[src/logic/hawk_pkg.sv]
package hawk_pkg;

   ////////////////////////////////////////////////////////////////////////////
   // bus and address widths
   ////////////////////////////////////////////////////////////////////////////

   localparam int ADDR_W  = 16;
   localparam int DATA_W  = 32;
   localparam int SEL_W   = DATA_W / 8;

   // word offset inside a page, 16 words per page
   localparam int OFFS_W  = 4;

   // virtual page number, one att entry each
   localparam int VPAGE_W     = 4;
   localparam int ATT_ENTRIES = 1 << VPAGE_W;

   // physical page number fills the rest of the word address
   localparam int PPAGE_W = ADDR_W - OFFS_W;

   ////////////////////////////////////////////////////////////////////////////
   // address map
   ////////////////////////////////////////////////////////////////////////////

   // att entry v sits at ATT_BASE + v
   localparam logic [ADDR_W-1:0]  ATT_BASE       = 16'h0000;

   // default mapping after init, vpage v -> DATA_BASE_PAGE + v
   localparam logic [PPAGE_W-1:0] DATA_BASE_PAGE = 12'h010;

   ////////////////////////////////////////////////////////////////////////////
   // wishbone classic and att update bundles
   ////////////////////////////////////////////////////////////////////////////

   // master side
   typedef struct packed {
      logic              cyc;
      logic              stb;
      logic              we;
      logic [ADDR_W-1:0] adr;
      logic [DATA_W-1:0] dat;
      logic [SEL_W-1:0]  sel;
   } wb_req_t;

   // slave side
   typedef struct packed {
      logic              ack;
      logic [DATA_W-1:0] dat;
   } wb_rsp_t;

   // rewrite of a single att entry
   typedef struct packed {
      logic               valid;
      logic [VPAGE_W-1:0] vpage;
      logic [PPAGE_W-1:0] ppage;
   } att_upd_t;

endpackage
[src/logic/hawk_core.sv]
`timescale 1ns/10ps

module hawk_core import hawk_pkg::*; (
   input  logic     clk_i,
   input  logic     reset,
   input  wb_req_t  cpu_req,
   output wb_rsp_t  cpu_rsp,
   output wb_req_t  mem_req,
   input  wb_rsp_t  mem_rsp,
   input  att_upd_t att_upd,
   output logic     upd_busy
);

   // page writer side
   wb_req_t wr_req;
   wb_rsp_t wr_rsp;
   logic    init_done;

   // page reader side
   wb_req_t rd_req;
   wb_rsp_t rd_rsp;

   hawk_pgwr_mngr u_pgwr_mngr (
      .clk_i     (clk_i),
      .reset     (reset),
      .att_upd   (att_upd),
      .upd_busy  (upd_busy),
      .init_done (init_done),
      .wr_req    (wr_req),
      .wr_rsp    (wr_rsp)
   );

   hawk_pgrd_mngr u_pgrd_mngr (
      .clk_i     (clk_i),
      .reset     (reset),
      .init_done (init_done),
      .cpu_req   (cpu_req),
      .cpu_rsp   (cpu_rsp),
      .rd_req    (rd_req),
      .rd_rsp    (rd_rsp)
   );

   // writer on m0 so att updates win
   hawk_wb_arb u_wb_arb (
      .clk_i   (clk_i),
      .reset   (reset),
      .m0_req  (wr_req),
      .m0_rsp  (wr_rsp),
      .m1_req  (rd_req),
      .m1_rsp  (rd_rsp),
      .out_req (mem_req),
      .out_rsp (mem_rsp)
   );

endmodule

[src/logic/hawk_wb_arb.sv]
`timescale 1ns/10ps

module hawk_wb_arb import hawk_pkg::*; (
   input  logic    clk_i,
   input  logic    reset,
   input  wb_req_t m0_req,
   output wb_rsp_t m0_rsp,
   input  wb_req_t m1_req,
   output wb_rsp_t m1_rsp,
   output wb_req_t out_req,
   input  wb_rsp_t out_rsp
);

   typedef enum logic [1:0] {
      GNT_NONE,
      GNT_M0,
      GNT_M1
   } gnt_t;

   gnt_t gnt_q;
   logic bus_cyc;

   // cyc of whoever holds the bus
   always_comb begin
      case (gnt_q)
         GNT_M0:  bus_cyc = m0_req.cyc;
         GNT_M1:  bus_cyc = m1_req.cyc;
         default: bus_cyc = 1'b0;
      endcase
   end

   // m0 first, grant held for the whole cyc
   always_ff @(posedge clk_i) begin
      if (reset) begin
         gnt_q <= GNT_NONE;
      end else if (!bus_cyc) begin
         if (m0_req.cyc)
            gnt_q <= GNT_M0;
         else if (m1_req.cyc)
            gnt_q <= GNT_M1;
         else
            gnt_q <= GNT_NONE;
      end
   end

   always_comb begin
      case (gnt_q)
         GNT_M0:  out_req = m0_req;
         GNT_M1:  out_req = m1_req;
         default: out_req = '0;
      endcase
   end

   // losing master just sees no ack
   always_comb begin
      m0_rsp.ack = out_rsp.ack & (gnt_q == GNT_M0);
      m0_rsp.dat = (gnt_q == GNT_M0) ? out_rsp.dat : '0;
      m1_rsp.ack = out_rsp.ack & (gnt_q == GNT_M1);
      m1_rsp.dat = (gnt_q == GNT_M1) ? out_rsp.dat : '0;
   end

endmodule

[src/logic/hawk_pgrd_mngr.sv]
`timescale 1ns/10ps

module hawk_pgrd_mngr import hawk_pkg::*; (
   input  logic    clk_i,
   input  logic    reset,
   input  logic    init_done,
   input  wb_req_t cpu_req,
   output wb_rsp_t cpu_rsp,
   output wb_req_t rd_req,
   input  wb_rsp_t rd_rsp
);

   typedef enum logic [1:0] {
      S_IDLE,
      S_LKUP,
      S_ACC
   } pgrd_state_t;

   pgrd_state_t        state_q;
   logic [PPAGE_W-1:0] ppage_q;
   logic [VPAGE_W-1:0] cpu_vpage;
   logic [OFFS_W-1:0]  cpu_offs;
   logic               cpu_access;

   ////////////////////////////////////////////////////////////////////////////
   // cpu address split
   ////////////////////////////////////////////////////////////////////////////

   assign cpu_vpage  = cpu_req.adr[OFFS_W +: VPAGE_W];
   assign cpu_offs   = cpu_req.adr[OFFS_W-1:0];
   assign cpu_access = cpu_req.cyc & cpu_req.stb;

   ////////////////////////////////////////////////////////////////////////////
   // lookup then translated access
   ////////////////////////////////////////////////////////////////////////////

   // cpu waits here until the att is filled
   always_ff @(posedge clk_i) begin
      if (reset) begin
         state_q <= S_IDLE;
      end else begin
         case (state_q)
            S_IDLE: begin
               if (cpu_access && init_done)
                  state_q <= S_LKUP;
            end
            S_LKUP: begin
               if (rd_rsp.ack)
                  state_q <= S_ACC;
            end
            default: begin
               if (rd_rsp.ack)
                  state_q <= S_IDLE;
            end
         endcase
      end
   end

   // physical page from the att entry
   always_ff @(posedge clk_i) begin
      if (state_q == S_LKUP && rd_rsp.ack)
         ppage_q <= rd_rsp.dat[PPAGE_W-1:0];
   end

   // cyc stays up from the lookup into the access
   always_comb begin
      rd_req.cyc = (state_q != S_IDLE);
      rd_req.stb = (state_q != S_IDLE);
      if (state_q == S_ACC) begin
         rd_req.we  = cpu_req.we;
         rd_req.adr = {ppage_q, cpu_offs};
         rd_req.dat = cpu_req.dat;
         rd_req.sel = cpu_req.sel;
      end else begin
         rd_req.we  = 1'b0;
         rd_req.adr = ATT_BASE + ADDR_W'(cpu_vpage);
         rd_req.dat = '0;
         rd_req.sel = {SEL_W{1'b1}};
      end
   end

   ////////////////////////////////////////////////////////////////////////////
   // cpu response
   ////////////////////////////////////////////////////////////////////////////

   // only the second ack goes back, the lookup stalls the cpu
   always_comb begin
      cpu_rsp.ack = (state_q == S_ACC) & rd_rsp.ack;
      cpu_rsp.dat = (state_q == S_ACC) ? rd_rsp.dat : '0;
   end

endmodule

[src/logic/hawk_pgwr_mngr.sv]
`timescale 1ns/10ps

module hawk_pgwr_mngr import hawk_pkg::*; (
   input  logic     clk_i,
   input  logic     reset,
   input  att_upd_t att_upd,
   output logic     upd_busy,
   output logic     init_done,
   output wb_req_t  wr_req,
   input  wb_rsp_t  wr_rsp
);

   typedef enum logic [1:0] {
      S_INIT,
      S_IDLE,
      S_UPD
   } pgwr_state_t;

   pgwr_state_t        state_q;
   logic [VPAGE_W-1:0] ent_q;
   logic [VPAGE_W-1:0] upd_vpage_q;
   logic [PPAGE_W-1:0] upd_ppage_q;
   logic [VPAGE_W-1:0] cur_vpage;
   logic [PPAGE_W-1:0] cur_ppage;

   // init walk first, then one update at a time
   always_ff @(posedge clk_i) begin
      if (reset) begin
         state_q   <= S_INIT;
         ent_q     <= '0;
         init_done <= 1'b0;
      end else begin
         case (state_q)
            S_INIT: begin
               if (wr_rsp.ack) begin
                  if (ent_q == VPAGE_W'(ATT_ENTRIES - 1)) begin
                     state_q   <= S_IDLE;
                     init_done <= 1'b1;
                  end else begin
                     ent_q <= ent_q + 1'b1;
                  end
               end
            end
            S_IDLE: begin
               if (att_upd.valid)
                  state_q <= S_UPD;
            end
            default: begin
               if (wr_rsp.ack)
                  state_q <= S_IDLE;
            end
         endcase
      end
   end

   // update payload, taken on acceptance
   always_ff @(posedge clk_i) begin
      if (state_q == S_IDLE && att_upd.valid) begin
         upd_vpage_q <= att_upd.vpage;
         upd_ppage_q <= att_upd.ppage;
      end
   end

   // busy through init and any update still waiting for its ack
   assign upd_busy = (state_q != S_IDLE);

   always_comb begin
      cur_vpage  = (state_q == S_INIT) ? ent_q : upd_vpage_q;
      cur_ppage  = (state_q == S_INIT) ? DATA_BASE_PAGE + PPAGE_W'(ent_q) : upd_ppage_q;
      wr_req.cyc = (state_q != S_IDLE);
      wr_req.stb = (state_q != S_IDLE);
      wr_req.we  = 1'b1;
      wr_req.adr = ATT_BASE + ADDR_W'(cur_vpage);
      wr_req.dat = {{(DATA_W - PPAGE_W){1'b0}}, cur_ppage};
      wr_req.sel = {SEL_W{1'b1}};
   end

endmodule

[config.mk]
export PLATFORM = sky130hd
export DESIGN_NAME = hawk_core
export DESIGN_NICKNAME = d
export VERILOG_FILES = /design/src/logic/hawk_pkg.sv /design/src/logic/hawk_core.sv /design/src/logic/hawk_wb_arb.sv /design/src/logic/hawk_pgrd_mngr.sv /design/src/logic/hawk_pgwr_mngr.sv
export SDC_FILE = /design/constraint.sdc
export NUM_CORES = 1
export LEC_CHECK = 0
export BUFFER_PORTS_ARGS = -buffer_cell sky130_fd_sc_hd__clkbuf_2
export CAP_MARGIN = 20
export CORE_MARGIN = 2
export CORE_UTILIZATION = 30
export CTS_CLUSTER_SIZE = 28
export DETAILED_ROUTE_END_ITERATION = 16
export PLACE_DENSITY = 0.64
export SYNTH_ARGS = -nofsm -noshare
export SYNTH_HDL_FRONTEND = slang
export SYNTH_SLANG_ARGS = --single-unit
export TNS_END_PERCENT = 100
[constraint.sdc]
create_clock -name clk_i -period 2.9 [get_ports clk_i]
set_clock_uncertainty 0.15 [all_clocks]
set_input_delay 0.145 -clock clk_i [delete_from_list [all_inputs] [get_ports clk_i]]
set_output_delay 0.145 -clock clk_i [all_outputs]
set_load 0.02 [all_outputs]
==> flow_summary.toml, run 1 <==
[power_and_ir_drop]
cellPowerDensity_mw_per_mm2 = 305
p_comb_share_pct = 12.8
p_clk_share_pct = 34.8
pwr-share-seq_pct = 52.4
peakVddDrop_v = 0.000219
p_switching_w = 0.000266
p_int_w = 0.000877
p_leak_nw = 2.06
switching_share_pct = 23.2

[sta]
hold_viol = 0
setup_viol = 0
worstMarginPinSlew_ns = 0.514
finalSetupTns_ns = 0
max_freq_ghz = 0.396
finalCriticalPeriod_ns = 2.52
maxSlewViolCount = 0
timing.final.crit_share_pct = 87.0
rsz0062_at_grt = "no"
layout_setup_ws_ns = 0.376
slew_headroom_pct = 65.8

[layout]
fill_cells = 763
fin_area_mm2 = 0.00375
syn_to_final_growth_pct = 57.8
fin_util_pct = 48.8
antenna_cells = 0
drive_gt1_share_pct = 47.0
final_nets = 564
layout_commonest_cell = "clkbuf_2"
final_cell_mix = "clkbuf_2 (187), and3_1 (66), edfxtp_1 (28), dlygate4sd3_1 (26), nor2_1 (15)"

[global_routing]
antenna_found_initial = 0
grt_pass1_vias = 2414
grt_use_total_pct = 16.1
grt_max_degree = 37
grt-ovfl-total = 0
grt_pass1_wl_um = 11100

[routing]
wl_per_cell_um = 13.0
vias = 2612
drtIter0Drc = 79
drtPass1Iterations = 5
drc_errors = 0
vias_per_cell = 4.71
drt-total-wl_um = 7240
drtAntennaViolNets = 0

[die]
core_mm2 = 0.00769
dieArea_mm2 = 0.00865
die_height_um = 93.0
io_pins = 196
start_util_pct = 30.9
die_x_um = 93.0
fp-row-count = 32

[synth]
syn_nets = 358
ys_ff_latch = 39
synth_fa_ha_area_share_pct = 2.63
synth_cells = 246
synth_xor_area_share_pct = 0.737
syn_area_mm2 = 0.00238
synthMuxAreaShare_pct = 6.05
yosys.area_share.simple_pct = 30.9
synth_seq_area_share_pct = 44.6
synth_top_family_by_area = "simple AND/OR/NAND/NOR gates"
yosysWarnings = 0
yosysUniqueCellTypes = 37
synth_compound_area_share_pct = 9.26
synth.avg_cell_area_um2 = 9.66

[setup_path]
cp-end-kind = "output pin"
worst-path-max-fanout = 14
arrival_ns = 2.23
critPathRequiredTime_ns = 2.61
worstSetupPathType = "reg2out"
critPathLaunchType = "flip-flop"
r2r_setup_slack_ns = 0.91

[clocking]
cts_tree = "built"
ctsHoldBuffers = 26
ctsResizeCount = 0
cts_buffers = 5
insertion_delay_ns = 0.29
cts-htree-levels = 2
post_cts_buffers = 0
clk_root_buffer_cell = "clkbuf_8"
clk_path_buf_depth = 2
clock_sinks = 39
clk_pin_slew_ns = 0.08

[placement]
gp_congestion = 0.780
place_hpwl_um = 5380
portBuffers = 187
dpl-instance-area_mm2 = 0.00339
dpl_worst_slack_ns = 0.664

[job]
cap_violations = 0

[min_path]
hold_path_class = "in2reg"

[status]
status = "finished clean"
-- power by group through the flow --
stage	clock network (W)	logic, W	registers (W)
floorplan	0	0.0000434	0.000611
global placement	0	0.000118	0.000611
detailed placement	0	0.000119	0.000612
CTS	0.000413	0.000147	0.000599
global route	0.000434	0.000162	0.000599
finish	0.000398	0.000147	0.000599
-- area by class of cell --
cell class              count  area (um^2)  area share (%)
repair buffers            221         1260            33.5
multi-input cells         180         1190            31.8
flip-flops and latches     39         1060            28.3
well taps                 102          128            3.40
clock buffers               6         82.6            2.20
inverters                   5         18.8           0.500
clock inverters             2         13.8           0.367
-- worst max-delay path: stages (launching register included) --
cell and delay (ns):
dfxtp_1 0.36, inv_1 0.08, ha_1 0.51, nor2b_2 0.19
and2_1 0.40, nand2_1 0.11, o21ai_1 0.10, clkbuf_2 0.19
-- cells in the mapped netlist, drive strengths merged --
cell type / instances / area [um^2]
o21ai: 9 / 45.0
a211oi: 2 / 15.0
edfxtp: 28 / 841
mux2: 8 / 93.8
nand3: 5 / 25.0
clkbuf: 13 / 48.8
nor2: 16 / 62.6
dfxtp: 11 / 220
nor4: 1 / 6.26
ha: 5 / 62.6
inv: 5 / 18.8
or2: 1 / 6.26
nor3: 2 / 10.0
a31o: 1 / 8.76
nor2b: 2 / 15.0
a22o: 7 / 61.3
nand4: 1 / 6.26
and2: 14 / 87.6
mux2i: 5 / 50.1
nand2: 9 / 33.8
buf: 9 / 70.1
nor3b: 2 / 26.3
nor4b: 1 / 8.76
xor2: 2 / 17.5
nand2b: 4 / 25.0
nand4b: 1 / 8.76
and3: 66 / 413
a21oi: 12 / 60.1
a22oi: 4 / 30.0
-- cells by family (layout without fill, tap and decap cells) --
| logic type | Yosys count | count (layout) |
|---|---|---|
| xor+xnor | 2 | 2 |
| compound gates | 35 | 35 |
| mux | 13 | 13 |
| buf+inv | 27 | 234 |
| fa+ha+maj | 5 | 5 |
| flops | 39 | 39 |
| simple gates | 125 | 125 |
-- registers in the layout, summed over array words and instances (netlist names) --
signal / count
u_pgwr_mngr.ent_q: 4
u_pgrd_mngr.ppage_q: 12
u_pgwr_mngr.state_q: 2
u_wb_arb.gnt_q: 2
u_pgwr_mngr.init_done: 1
u_pgwr_mngr.upd_ppage_q: 12
u_pgrd_mngr.state_q: 2
u_pgwr_mngr.upd_vpage_q: 4
-- final timing paths --
check | from | to | depth (start not counted)
setup / recovery | u_wb_arb.gnt_q[0] | mem_req[4] | 7
hold / removal | mem_rsp[5] | u_pgrd_mngr.ppage_q[5] | 2
setup reg to reg | u_wb_arb.gnt_q[0] | u_wb_arb.gnt_q[0] | 6
hold reg to reg | u_pgwr_mngr.init_done | u_pgwr_mngr.init_done | 2
-- per-stage QoR --
step	std cells	hold WS (ns)	total power, W
after floorplan	246	0.0939	0.000654
after global placement	521	0.172	0.000729
after detailed placement	521	0.174	0.000731
after CTS	555	0.00836	0.00116
after global routing	555	0.0218	0.00120
final	555	0.0144	0.00114
-- per-layer routing --
metal | wire length (um) | track usage (%) | up-vias
met5 | 0 | 0 | -
met4 | 105 | 5.15 | 0
met3 | 585 | 3.71 | 12
met2 | 3660 | 29.0 | 116
met1 | 2890 | 18.8 | 1178
li1 | - | - | 1306
Note: power is estimated with default switching activity, not from simulation.
==> inputs of run 2 (changes only) <==
CORE_UTILIZATION = 39   (was 30)
PLACE_DENSITY = 0.8   (was 0.64)
==> run 2 against run 1 <==
  * Fmax down 1.5%
  * Setup slack got worse by 0.039 ns
  * Sequential power hardly changed
  * Clock power down 9.5%
  * Power decreased by 3.5%
  * Combinational power barely moved
  * Core utilization grew 13 points
  * Design area is 3.2% lower
  * Wire length grew 9.3%
  * Via count rose by 2.6%
  * Largest cell class is now multi-input combinational cells
==> flow_summary.toml, run 2 (synthesis results as in run 1) <==
[sta]
hold_viol = 0
max_freq_ghz = 0.390
finalCriticalPeriod_ns = 2.56
finalSetupTns_ns = 0
slew_headroom_pct = 52.0
setup_viol = 0
rsz0062_at_grt = "no"
layout_setup_ws_ns = 0.337
worstMarginPinSlew_ns = 0.719
maxSlewViolCount = 0
timing.final.crit_share_pct = 88.4

[layout]
fin_area_mm2 = 0.00363
fin_util_pct = 61.3
final_cell_mix = "clkbuf_2 (187), and3_1 (66), edfxtp_1 (28), dlygate4sd3_1 (20), nor2_1 (15)"
antenna_cells = 0
drive_gt1_share_pct = 47.2
syn_to_final_growth_pct = 52.7
final_nets = 556
layout_commonest_cell = "clkbuf_2"
reg_top3 = "u_pgrd_mngr.ppage_q x12, u_pgwr_mngr.upd_ppage_q x12"

[clocking]
clk_path_buf_depth = 2
ctsHoldBuffers = 20
cts_tree = "built"
cts_buffers = 5
ctsResizeCount = 0
clk_pin_slew_ns = 0.08
clock_sinks = 39
post_cts_buffers = 0
clk_root_buffer_cell = "clkbuf_8"
insertion_delay_ns = 0.29
cts-htree-levels = 2

[power_and_ir_drop]
p_leak_nw = 2.01
peakVddDrop_v = 0.000330
power.total_w = 0.00110
cellPowerDensity_mw_per_mm2 = 304

[setup_path]
critPathLaunchType = "flip-flop"
arrival_ns = 2.27
r2r_cells = 6
cp-end-kind = "output pin"
critPathRequiredTime_ns = 2.61
rr_startpoint = "u_wb_arb.gnt_q[0]"
r2r_end = "u_wb_arb.gnt_q[1]"
worst-path-max-fanout = 14
worstSetupPathType = "reg2out"
r2r_setup_slack_ns = 0.80

[global_routing]
grt_max_degree = 67
grt_pass1_vias = 2329
antenna_found_initial = 0
grt_pass1_wl_um = 11100
grt-ovfl-total = 0
grt_use_total_pct = 21.8

[placement]
dpl-instance-area_mm2 = 0.00335
place_hpwl_um = 5850
gp_congestion = 0.813
dpl_worst_slack_ns = 0.673
portBuffers = 187

[job]
cap_violations = 0

[routing]
drc_errors = 0
wl_per_cell_um = 15.2
drtAntennaViolNets = 0
vias_per_cell = 5.16
drt-total-wl_um = 7920
drtPass1Iterations = 4
vias = 2681
drtIter0Drc = 267

[die]
io_pins = 196
fp-row-count = 28
start_util_pct = 40.2
dieArea_mm2 = 0.00674
die_x_um = 82.1
die_height_um = 82.1
core_mm2 = 0.00592

[min_path]
whs_endpoint = "u_pgrd_mngr.ppage_q[10]"
worstHoldPathCells = 2
min_from = "mem_rsp[10]"
hold_path_class = "in2reg"

[status]
status = "finished clean"
-- run 2: layout make-up --
cell class / count / area, um^2
Clock buffer: 6 / 72.6
Clock inverter: 2 / 12.5
Fill cell: 525 / 2290
Inverter: 5 / 18.8
Multi-Input combinational cell: 180 / 1190
Sequential cell: 39 / 1060
Tap cell: 75 / 93.8
Timing Repair Buffer: 213 / 1180
-- run 2: where the power goes --
part	internal [W]	leakage [nW]	switching, W	total [W]
sequential	0.000595	0.316	0.00000363	0.000599
combinational	0.0000828	1.65	0.0000615	0.000144
clock	0.000168	0.0412	0.000192	0.000360
total	0.000846	2.01	0.000257	0.00110
-- run 2: worst max-delay path: stages, from the launching register on --
cell and delay (ns):
dfxtp_1 0.37, inv_1 0.09, ha_1 0.50, nor2b_2 0.19, and2_1 0.41, nand2_1 0.11, o21ai_1 0.10, clkbuf_2 0.19
-- run 2: worst max-delay path by stage --
stage                       from                     end  depth (start not counted)
6_report       u_wb_arb.gnt_q[0]              mem_req[7]                          7
5_1_grt        u_wb_arb.gnt_q[0]              mem_req[7]                          7
4_1_cts        u_wb_arb.gnt_q[0]              mem_req[7]                          7
3_5_place_dp   u_wb_arb.gnt_q[0]             mem_req[10]                          6
3_3_place_gp   u_wb_arb.gnt_q[0]             mem_req[10]                          6
2_1_floorplan  u_wb_arb.gnt_q[0]  u_pgrd_mngr.ppage_q[0]                          4
-- run 2: stage by stage --
step	cells	hold WS, ns
6_report	520	0.00624
5_1_grt	520	0.0104
4_1_cts	520	0.00142
3_5_place_dp	492	0.174
3_3_place_gp	492	0.172
2_1_floorplan	246	0.0939
-- run 2: metal layers --
layer  wire length [um]  up-vias  share of wire, %  track usage, %
met5                  0        -                 0               0
met4                291        0               3.7            10.8
met3                522       22               6.6            2.75
met2               4140      133                52            39.0
met1               2960     1238                37            25.6
li1                   -     1288                 -               -
==> inputs of run 3 (changes only) <==
clock period = 2.4 ns   (was 2.9 ns; I/O delays follow)
==> run 3 against run 2 <==
  * Design area increased by 2.6%
  * Worst hold slack gained 0.019 ns
  * Power is 21% higher
  * Count of clock-buffer cells in the layout up 1
  * Global-route usage is 0.070 points lower
  * Via count grew 1.8%
  * First-iteration DRC count decreased by 23%
  * Combinational power rose by 31%
  * Non-clock buffer count up 10
==> flow_summary.toml, run 3 (synthesis results as in run 1) <==
[min_path]
hold_path_class = "in2reg"

[global_routing]
grt_use_total_pct = 21.8
grt_pass1_vias = 2290
grt_max_degree = 67
grt_pass1_wl_um = 11000
antenna_found_initial = 0
grt-ovfl-total = 0

[layout]
reg_top3 = "u_pgrd_mngr.ppage_q x12, u_pgwr_mngr.upd_ppage_q x12"
final_cell_mix = "clkbuf_2 (187), and3_1 (66), dlygate4sd3_1 (28), edfxtp_1 (28), nor2_1 (15)"
stdcell_count = 530
layout_commonest_cell = "clkbuf_2"
syn_to_final_growth_pct = 56.6
drive_gt1_share_pct = 46.6
final_nets = 566
antenna_cells = 0

[placement]
dp_cells = 494
place_hpwl_um = 5810
portBuffers = 187
gp_congestion = 0.812

[sta]
finalSetupTns_ns = 0
max_freq_ghz = 0.443
setup_viol = 0
worstMarginPinSlew_ns = 0.460
hold_viol = 0
timing.final.crit_share_pct = 94.0
rsz0062_at_grt = "no"
maxSlewViolCount = 0
slew_headroom_pct = 69.3
finalCriticalPeriod_ns = 2.26

[power_and_ir_drop]
p_leak_nw = 2.05
cellPowerDensity_mw_per_mm2 = 357
peakVddDrop_v = 0.000345

[die]
die_x_um = 82.1
core_mm2 = 0.00592
die_height_um = 82.1
start_util_pct = 40.2
io_pins = 196
dieArea_mm2 = 0.00674
fp-row-count = 28

[routing]
drc_errors = 0
drtIter0Drc = 206
drtPass1Iterations = 5
wl_per_cell_um = 15.1
drtAntennaViolNets = 0
vias = 2730
vias_per_cell = 5.15
drt-total-wl_um = 8020

[setup_path]
cp-end-kind = "output pin"
critPathRequiredTime_ns = 2.13
critPathLaunchType = "flip-flop"
worstSetupPathType = "reg2out"
arrival_ns = 1.99
worst-path-max-fanout = 12

[clocking]
clk_root_buffer_cell = "clkbuf_8"
insertion_delay_ns = 0.28
cts_buffers = 5
cts_tree = "built"
clk_pin_slew_ns = 0.08
cts-htree-levels = 2
clock_sinks = 39
clk_path_buf_depth = 2

[status]
status = "finished clean"

[job]
cap_violations = 0
==> run 3: per-layer routing <==
layer / up-vias / wire length (um) / track usage (%)
li1: 1306 / - / -
met1: 1264 / 2980 / 25.7
met2: 133 / 4190 / 37.0
met3: 27 / 517 / 3.63
met4: 0 / 334 / 12.8
met5: - / 0 / 0
==> run 3: timing repair <==
| item | 4_1_cts | 5_1_grt |
|---|---|---|
| gates resized for setup | 0 | 1 |
| hold endpoints to repair | 27 | 1 |
| endpoints found under the setup margin | 0 | 11 |
| setup buffers | 0 | 0 |
| hold buffers | 27 | 1 |
==> run 3: power breakdown <==
group          internal [W]  leakage [nW]  total (W)  switching, W
registers          0.000720         0.316   0.000724    0.00000397
clock network      0.000204        0.0422   0.000419      0.000215
logic              0.000110          1.70   0.000188     0.0000787
==> run 3: layout make-up <==
cell class,count,area [um^2]
multi-input cells,180,1190
flip-flops and latches,39,1060
inverters,5,18.8
repair buffers,223,1280
fillers,512,2200
clock buffers,7,76.3
clock inverters,1,5.00
well taps,75,93.8
==> run 3: per-stage QoR <==
| stage | cell area [um^2] | worst slack, ns | util [%] | power, W | hold WS, ns |
|---|---|---|---|---|---|
| 4_1_cts | 3710 | 0.0989 | 62.7 | 0.00134 | 0.00138 |
| 3_5_place_dp | 3360 | 0.414 | 56.8 | 0.000886 | 0.149 |
| 6_report | 3720 | 0.144 | 62.9 | 0.00133 | 0.0255 |
| 2_1_floorplan | 2380 | 0.147 | - | 0.000790 | 0.0689 |
| 3_3_place_gp | 3360 | 0.500 | 56.8 | 0.000882 | 0.148 |
| 5_1_grt | 3720 | 0.0161 | 62.9 | 0.00138 | 0.0398 |
==> run 3: path summary, 6_finish.rpt <==
kind / depth (start not counted) / to / slack, ns / startpoint
min reg2reg: 2 / u_pgwr_mngr.init_done / 0.34 / u_pgwr_mngr.init_done
min: 2 / u_pgwr_mngr.ent_q[2] / 0.03 / reset
max reg2reg: 6 / u_wb_arb.gnt_q[0] / 0.62 / u_wb_arb.gnt_q[0]
max: 6 / mem_req[9] / 0.14 / u_wb_arb.gnt_q[0]
==> run 3: worst max-delay path, cell delays in order (launching register included) <==
cell and delay (ns):
dfxtp_1 0.37, inv_1 0.10, ha_1 0.35, buf_4 0.20, nor3b_4 0.33, a22o_1 0.19, clkbuf_2 0.16
